### config.mk
export PLATFORM = sky130hd
export DESIGN_NAME = cbExecute
export DESIGN_NICKNAME = d
export VERILOG_FILES = /design/src/design/cbOpPkg.sv /design/src/design/flagPkg.sv /design/src/design/cbDecoder.sv /design/src/design/rotateShiftUnit.sv /design/src/design/bitLogicUnit.sv /design/src/design/flagUnit.sv /design/src/design/cbExecute.sv
export SDC_FILE = /design/constraint.sdc
export NUM_CORES = 1
export LEC_CHECK = 0
export BUFFER_PORTS_ARGS = -buffer_cell sky130_fd_sc_hd__buf_2
export CORE_ASPECT_RATIO = 2
export CORE_MARGIN = 1
export CORE_UTILIZATION = 45
export CTS_CLUSTER_SIZE = 14
export DETAILED_ROUTE_END_ITERATION = 10
export PLACE_DENSITY = 0.78
export SLEW_MARGIN = 20
export SYNTH_ARGS = -nofsm -noshare
export SYNTH_HDL_FRONTEND = slang
export SYNTH_SLANG_ARGS = --single-unit
### constraint.sdc
create_clock -name clk -period 4.7 [get_ports clk]
set_input_delay 0.47 -clock clk [delete_from_list [all_inputs] [get_ports clk]]
set_output_delay 0.47 -clock clk [all_outputs]
set_load 0.05 [all_outputs]
### src/design/cbOpPkg.sv
// CB opcode field positions, data byte and bit mask types, class and shift kind enums.
package cbOpPkg;

    // Opcode field positions.
    localparam int classMsb     = 7;
    localparam int classLsb     = 6;
    localparam int kindMsb      = 5;
    localparam int kindLsb      = 4;
    localparam int directionBit = 3; // 0 is left, 1 is right.
    localparam int indexMsb     = 5;
    localparam int indexLsb     = 3;

    typedef logic [7:0] byteT;
    typedef logic [7:0] bitMaskT; // One-hot, selects the addressed bit.

    // Instruction class, coded as opcode bits 7:6.
    typedef enum logic [classMsb-classLsb:0] {
        opShift = 2'b00,
        opBit   = 2'b01,
        opRes   = 2'b10,
        opSet   = 2'b11
    } opClassT;

    // Shift kind, coded as {kind, direction}. Code 110 has no kind of its own.
    typedef enum logic [2:0] {
        shRlc = 3'b000,
        shRl  = 3'b010,
        shRrc = 3'b001,
        shRr  = 3'b011,
        shSla = 3'b100,
        shSra = 3'b101,
        shSrl = 3'b111
    } shiftKindT;

endpackage

### src/design/flagPkg.sv
// Flag byte and write mask types, flag bit positions.
package flagPkg;

    typedef logic [7:0] flagT;

    // A set bit means that flag takes a new value.
    typedef logic [7:0] flagWriteMaskT;

    // Bit positions in the Z80 F register.
    localparam int flagS  = 7;
    localparam int flagZ  = 6;
    localparam int flagY  = 5; // Undocumented, always passed through.
    localparam int flagH  = 4;
    localparam int flagX  = 3; // Undocumented, always passed through.
    localparam int flagPv = 2;
    localparam int flagN  = 1;
    localparam int flagC  = 0;

endpackage

### src/design/cbDecoder.sv
// cbDecoder: CB opcode to class strobes, shift kind, bit mask and flag write mask.
`timescale 1ns/1ps

module cbDecoder (
    input  logic                  clk,
    input  cbOpPkg::byteT         opcode,
    output logic                  isShift,
    output logic                  isBit,
    output logic                  isRes,
    output logic                  isSet,
    output cbOpPkg::shiftKindT    shiftKind,
    output cbOpPkg::bitMaskT      bitMask,
    output flagPkg::flagWriteMaskT flagWriteMask
);

    cbOpPkg::opClassT opClass;
    logic             rightShift;
    logic [1:0]       kindField;
    logic [2:0]       bitIndex;

    assign opClass    = cbOpPkg::opClassT'(opcode[cbOpPkg::classMsb:cbOpPkg::classLsb]);
    assign rightShift = opcode[cbOpPkg::directionBit];
    assign kindField  = opcode[cbOpPkg::kindMsb:cbOpPkg::kindLsb];
    assign bitIndex   = opcode[cbOpPkg::indexMsb:cbOpPkg::indexLsb];

    assign isShift = (opClass == cbOpPkg::opShift);
    assign isBit   = (opClass == cbOpPkg::opBit);
    assign isRes   = (opClass == cbOpPkg::opRes);
    assign isSet   = (opClass == cbOpPkg::opSet);

    always_comb begin
        if (rightShift) begin
            case (kindField)
                2'b00:   shiftKind = cbOpPkg::shRrc;
                2'b01:   shiftKind = cbOpPkg::shRr;
                2'b10:   shiftKind = cbOpPkg::shSra;
                default: shiftKind = cbOpPkg::shSrl;
            endcase
        end else begin
            case (kindField)
                2'b00:   shiftKind = cbOpPkg::shRlc;
                2'b01:   shiftKind = cbOpPkg::shRl;
                default: shiftKind = cbOpPkg::shSla; // 1x, so 110 is SLA too.
            endcase
        end
    end

    assign bitMask = 8'h01 << bitIndex;

    always_comb begin
        flagWriteMask = '0; // RES and SET leave every flag alone.
        case (opClass)
            cbOpPkg::opShift: begin
                flagWriteMask[flagPkg::flagS]  = 1'b1;
                flagWriteMask[flagPkg::flagZ]  = 1'b1;
                flagWriteMask[flagPkg::flagH]  = 1'b1;
                flagWriteMask[flagPkg::flagPv] = 1'b1;
                flagWriteMask[flagPkg::flagN]  = 1'b1;
                flagWriteMask[flagPkg::flagC]  = 1'b1;
            end
            cbOpPkg::opBit: begin
                flagWriteMask[flagPkg::flagS]  = 1'b1;
                flagWriteMask[flagPkg::flagZ]  = 1'b1;
                flagWriteMask[flagPkg::flagH]  = 1'b1;
                flagWriteMask[flagPkg::flagPv] = 1'b1;
                flagWriteMask[flagPkg::flagN]  = 1'b1; // Carry is kept.
            end
            default: ;
        endcase
    end

    // The execute stage relies on a single class and a single tested bit.
    classOneHot: assert property (@(posedge clk)
        !$isunknown(opcode) |-> $onehot({isShift, isBit, isRes, isSet}) && $onehot(bitMask))
        else $error("decoder strobes or bit mask not one-hot for opcode %h", opcode);

endmodule

### src/design/rotateShiftUnit.sv
// rotateShiftUnit: RLC, RL, RRC, RR, SLA, SRA and SRL on one byte with carry out.
`timescale 1ns/1ps

module rotateShiftUnit (
    input  cbOpPkg::byteT      operand,
    input  cbOpPkg::shiftKindT shiftKind,
    input  logic               carryIn,
    output cbOpPkg::byteT      shiftResult,
    output logic               carryOut
);

    always_comb begin
        case (shiftKind)
            cbOpPkg::shRlc: begin
                shiftResult = {operand[6:0], operand[7]};
                carryOut    = operand[7];
            end
            cbOpPkg::shRl: begin
                shiftResult = {operand[6:0], carryIn}; // Old carry fills bit 0.
                carryOut    = operand[7];
            end
            cbOpPkg::shRrc: begin
                shiftResult = {operand[0], operand[7:1]};
                carryOut    = operand[0];
            end
            cbOpPkg::shRr: begin
                shiftResult = {carryIn, operand[7:1]}; // Old carry fills bit 7.
                carryOut    = operand[0];
            end
            cbOpPkg::shSla: begin
                shiftResult = {operand[6:0], 1'b0};
                carryOut    = operand[7];
            end
            cbOpPkg::shSra: begin
                shiftResult = {operand[7], operand[7:1]}; // Sign is kept.
                carryOut    = operand[0];
            end
            cbOpPkg::shSrl: begin
                shiftResult = {1'b0, operand[7:1]};
                carryOut    = operand[0];
            end
            default: begin
                // Not produced by the decoder.
                shiftResult = operand;
                carryOut    = carryIn;
            end
        endcase
    end

endmodule

### src/design/bitLogicUnit.sv
// bitLogicUnit: mask-based BIT test, RES clear and SET set on one byte.
`timescale 1ns/1ps

module bitLogicUnit (
    input  cbOpPkg::byteT    operand,
    input  cbOpPkg::bitMaskT bitMask,
    output cbOpPkg::byteT    resResult,
    output cbOpPkg::byteT    setResult,
    output logic             bitIsSet
);

    cbOpPkg::byteT maskedBit;

    // Only the addressed bit of the operand survives.
    assign maskedBit = operand & bitMask;

    // RES clears the addressed bit.
    assign resResult = operand & ~bitMask;

    // SET forces it high.
    assign setResult = operand | bitMask;

    // BIT leaves the operand and only reports the bit.
    assign bitIsSet = |maskedBit;

endmodule

### src/design/flagUnit.sv
// flagUnit: S, Z, H, PV, N and C for shifts and BIT, merged with incoming flags.
`timescale 1ns/1ps

module flagUnit (
    input  logic                   clk,
    input  logic                   isShift,
    input  logic                   isBit,
    input  cbOpPkg::byteT          shiftResult,
    input  logic                   carryOut,
    input  logic                   bitIsSet,
    input  cbOpPkg::bitMaskT       bitMask,
    input  flagPkg::flagWriteMaskT flagWriteMask,
    input  flagPkg::flagT          flagsIn,
    output flagPkg::flagT          nextFlags
);

    flagPkg::flagT shiftFlags;
    flagPkg::flagT bitFlags;
    flagPkg::flagT candidate;

    always_comb begin
        shiftFlags                  = '0;
        shiftFlags[flagPkg::flagS]  = shiftResult[7];
        shiftFlags[flagPkg::flagZ]  = (shiftResult == '0);
        shiftFlags[flagPkg::flagH]  = 1'b0;
        shiftFlags[flagPkg::flagPv] = ~^shiftResult; // Even parity.
        shiftFlags[flagPkg::flagN]  = 1'b0;
        shiftFlags[flagPkg::flagC]  = carryOut;
    end

    always_comb begin
        bitFlags                  = '0;
        bitFlags[flagPkg::flagS]  = bitMask[7] & bitIsSet; // Only bit 7 sets S.
        bitFlags[flagPkg::flagZ]  = ~bitIsSet;
        bitFlags[flagPkg::flagH]  = 1'b1;
        bitFlags[flagPkg::flagPv] = ~bitIsSet; // Same as Z.
        bitFlags[flagPkg::flagN]  = 1'b0;
    end

    always_comb begin
        if (isShift) begin
            candidate = shiftFlags;
        end else if (isBit) begin
            candidate = bitFlags;
        end else begin
            candidate = '0;
        end
    end

    // Each flag comes from the candidate only where the decoder allows it.
    assign nextFlags = (candidate & flagWriteMask) | (flagsIn & ~flagWriteMask);

    // X and Y are never touched by any class.
    xyKept: assert property (@(posedge clk)
        !$isunknown(flagsIn) |->
            nextFlags[flagPkg::flagX] == flagsIn[flagPkg::flagX] &&
            nextFlags[flagPkg::flagY] == flagsIn[flagPkg::flagY])
        else $error("X or Y flag changed, in %h out %h", flagsIn, nextFlags);

endmodule

### src/design/cbExecute.sv
// cbExecute: CB group execute stage with decoder, units and one-cycle output register.
`timescale 1ns/1ps

module cbExecute (
    input  logic          clk,
    input  logic          rstN,
    input  logic          opValid,
    input  cbOpPkg::byteT opcode,
    input  cbOpPkg::byteT operand,
    input  flagPkg::flagT flagsIn,
    output logic          resultValid,
    output logic          resultWrite,
    output cbOpPkg::byteT result,
    output flagPkg::flagT flagsOut
);

    logic                   isShift;
    logic                   isBit;
    logic                   isRes;
    logic                   isSet;
    cbOpPkg::shiftKindT     shiftKind;
    cbOpPkg::bitMaskT       bitMask;
    flagPkg::flagWriteMaskT flagWriteMask;
    cbOpPkg::byteT          shiftResult;
    logic                   carryOut;
    cbOpPkg::byteT          resResult;
    cbOpPkg::byteT          setResult;
    logic                   bitIsSet;
    flagPkg::flagT          nextFlags;
    cbOpPkg::byteT          selResult;

    cbDecoder decoder (
        .clk           (clk),
        .opcode        (opcode),
        .isShift       (isShift),
        .isBit         (isBit),
        .isRes         (isRes),
        .isSet         (isSet),
        .shiftKind     (shiftKind),
        .bitMask       (bitMask),
        .flagWriteMask (flagWriteMask)
    );

    rotateShiftUnit shifter (
        .operand     (operand),
        .shiftKind   (shiftKind),
        .carryIn     (flagsIn[flagPkg::flagC]),
        .shiftResult (shiftResult),
        .carryOut    (carryOut)
    );

    bitLogicUnit bitLogic (
        .operand   (operand),
        .bitMask   (bitMask),
        .resResult (resResult),
        .setResult (setResult),
        .bitIsSet  (bitIsSet)
    );

    flagUnit flags (
        .clk           (clk),
        .isShift       (isShift),
        .isBit         (isBit),
        .shiftResult   (shiftResult),
        .carryOut      (carryOut),
        .bitIsSet      (bitIsSet),
        .bitMask       (bitMask),
        .flagWriteMask (flagWriteMask),
        .flagsIn       (flagsIn),
        .nextFlags     (nextFlags)
    );

    always_comb begin
        if (isShift) begin
            selResult = shiftResult;
        end else if (isRes) begin
            selResult = resResult;
        end else if (isSet) begin
            selResult = setResult;
        end else begin
            selResult = operand; // BIT returns the operand unchanged.
        end
    end

    always_ff @(posedge clk) begin
        if (!rstN) begin
            resultValid <= 1'b0;
            resultWrite <= 1'b0;
            result      <= '0;
            flagsOut    <= '0;
        end else begin
            resultValid <= opValid;
            resultWrite <= opValid & ~isBit; // BIT never writes back.
            if (opValid) begin
                result   <= selResult;
                flagsOut <= nextFlags;
            end
        end
    end

    writeNeedsValid: assert property (@(posedge clk) disable iff (!rstN)
        resultWrite |-> resultValid)
        else $error("resultWrite high without resultValid");

endmodule

==> impl_metrics.json <==
{
  "crit_fanout": 15,
  "status": "finished, final reports clean",
  "cts_tree": "yes",
  "area_growth_pct": 18.11,
  "worstReg2RegStart": "result[4]",
  "ios": 45,
  "portBuffers": 41,
  "remaining_drc_errors": 0,
  "switching_share_pct": 34.47,
  "vdd_ir_drop_max_mv": 0.1145,
  "root_buffer": "clkbuf_8",
  "intPower_mw": 0.2866,
  "dieHeight_um": 76.76,
  "synthArstFlopShare_pct": 0,
  "crit_arrival_ps": 2380,
  "postSynthCellCount": 155,
  "grt_pass1_vias": 1254,
  "die_w_um": 39.38,
  "antenna_left": 0,
  "grt_start_max_net_pins": 32,
  "power_density_nw_per_um2": 294.5,
  "cts.repair.resized": 0,
  "critical_path_class": "in2reg",
  "start_kind": "primary input",
  "path_clk_slew_ps": 70,
  "grt-ovfl-total": 0,
  "stdcell_area_um2": 1485,
  "ctsHoldBuffers": 0,
  "hold_viol": 0,
  "synthFlopType": "dfxtp_1",
  "rsz0062_at_grt": "false",
  "power_frac_clock_pct": 28.6,
  "syn_nets": 186,
  "dp_hpwl_um": 2468,
  "fin_crit_ps": 2193,
  "hold_path.class": "in2reg",
  "utilization_pct": 57.07,
  "clk_latency_ps": 250,
  "vias": 1343,
  "place_congestion": 0.8921,
  "p_sw_mw": 0.1508,
  "hold_start": "flagsIn[7]",
  "finalMaxSlewViolations": 0,
  "h-tree-depth": 1,
  "syn_area_per_cell_um2": 8.113,
  "dr.pass1.iters": 4,
  "end_kind": "flop",
  "drv_cap": 0,
  "power_frac_comb_pct": 33.1,
  "num_antenna_cells": 0,
  "numCtsBuffers": 3,
  "timing.final.crit_share_pct": 46.66,
  "routed_via_density": 6.276,
  "yosysSeqAreaShare_pct": 28.66,
  "drt-total-wl_um": 3293,
  "seqPwrFrac_pct": 38.3,
  "dpl_cell_area_um2": 1430,
  "antenna_found_initial": 0,
  "critPathLaunch": "opcode[4]",
  "worst_pin_slew_ps": 491.5,
  "dieArea_um2": 3023,
  "ys_seq_elements": 18,
  "cts_setup_buffers": 0,
  "slew_headroom_pct": 67.24,
  "wl_per_cell_um": 15.39,
  "grt.total_usage_pct": 23.93,
  "synth-edff-count": 0,
  "required_ps": 4890,
  "ctsLongestPathBuffers": 2,
  "holdWs_ps": 479.1,
  "synthesis.area_um2": 1257,
  "yosys_warnings": 0,
  "grt_first_pass_wirelength_um": 5306,
  "start_util_pct": 48.32,
  "numClockSinks": 18,
  "max_freq_ghz": 0.4560,
  "final.setup_skew_ps": 0,
  "layout.nets": 218,
  "timing.setup.tns_ps": 0,
  "p_leak_nw": 0.6642,
  "drive_above_1_share_pct": 26.88,
  "rows": 26,
  "setup_violations": 0,
  "core_um2": 2603,
  "drt-initial-drc-count": 26,
  "yosysUniqueCellTypes": 40
}
-- area by class of cell --
cell class | instances | area [um2]
Tap cell | 28 | 35.03
Clock buffer | 4 | 55.05
Sequential cell | 18 | 360.3
Fill cell | 272 | 1117
Timing Repair Buffer | 41 | 205.2
Inverter | 1 | 3.754
Multi-Input combinational cell | 122 | 825.8
-- state kept, by name, indices dropped and copies added, names as in the netlist --
name	flops
resultWrite	1
result	8
flagsOut	8
resultValid	1
-- Yosys cell counts, types with 2 or more instances --
cell / instances / area, um2
mux2i_1: 12 / 120.1
o311ai_0: 2 / 17.52
a21boi_0: 2 / 15.01
xnor2_1: 3 / 26.28
o221a_2: 2 / 22.52
nand3b_1: 4 / 30.03
ha_1: 4 / 50.05
nor2_1: 7 / 26.28
a21oi_1: 9 / 45.04
and2_1: 2 / 12.51
o21ai_0: 20 / 100.1
clkbuf_1: 9 / 33.78
dfxtp_1: 18 / 360.4
nand2_1: 11 / 41.29
buf_2: 3 / 15.01
nand2b_1: 3 / 18.77
nand3_1: 2 / 10.01
o211ai_1: 2 / 15.01
o221ai_1: 2 / 17.52
a31oi_1: 9 / 56.30
nor3_1: 2 / 10.01
nor2b_1: 7 / 43.79
and3_1: 3 / 18.77
-- final timing paths --
path,endpoint,slack (ps),depth (start not counted)
max reg2reg,result[4],4000,2
min,flagsOut[7],480,3
min reg2reg,flagsOut[0],480,2
max,flagsOut[2],2510,10
-- cell families (layout without fill, tap and decap cells) --
| kind of cell | after synthesis | count (layout) | share of synthesized area, % |
|---|---|---|---|
| AO/OA/AOI/OAI | 57 | 57 | 29.55 |
| XOR/XNOR | 3 | 3 | 2.090 |
| adder cells (fa/ha/maj) | 4 | 4 | 3.980 |
| buffers and inverters | 15 | 46 | 5.671 |
| flip-flops | 18 | 18 | 28.66 |
| multiplexers | 13 | 13 | 10.75 |
| AND/OR/NAND/NOR | 45 | 45 | 19.30 |
-- layer usage --
| metal | global-route usage, % | part of all wire (%) | up-vias |
|---|---|---|---|
| met5 | 0 | 0 | - |
| met4 | 13.45 | 2.0 | 0 |
| met3 | 1.445 | 4.7 | 6 |
| met2 | 42.00 | 56 | 50 |
| met1 | 25.82 | 38 | 647 |
| li1 | - | - | 640 |
-- per-stage QoR --
| step | power (mW) | worst slack (ps) | std cells |
|---|---|---|---|
| 6_report | 0.4374 | 2507 | 214 |
| 3_3_place_gp | 0.3109 | 2324 | 210 |
| 4_1_cts | 0.4394 | 2511 | 214 |
| 2_1_floorplan | 0.2787 | 2671 | 155 |
| 5_1_grt | 0.4601 | 2319 | 214 |
| 3_5_place_dp | 0.3150 | 2245 | 210 |
-- power by group through the flow --
stage	registers [mW]	clock network (mW)	logic, mW
after floorplan	0.209	0	0.0693
after global placement	0.171	0	0.140
after detailed placement	0.171	0	0.144
after CTS	0.168	0.128	0.144
after global routing	0.169	0.135	0.156
final	0.168	0.125	0.145
-- placed cells by master, fill, tap and decap left out, types with 3 or more instances in the layout --
cell type,n
buf_2,41
o21ai_0,20
dfxtp_1,18
mux2i_1,12
nand2_1,11
a31oi_1,9
a21oi_1,9
nor2_1,7
nor2b_1,7
nand3b_1,4
ha_1,4
clkbuf_8,4
nand2b_1,3
xnor2_1,3
and3_1,3
-- critical path, stage by stage --
cell,delay [ps]
buf_2,250
nor2b_1,370
nand2_1,100
a31oi_1,220
a21oi_1,70
ha_1,300
xnor2_1,190
xnor2_1,150
a22oi_1,90
a31oi_1,170
Note: power is estimated with default switching activity, not from simulation.
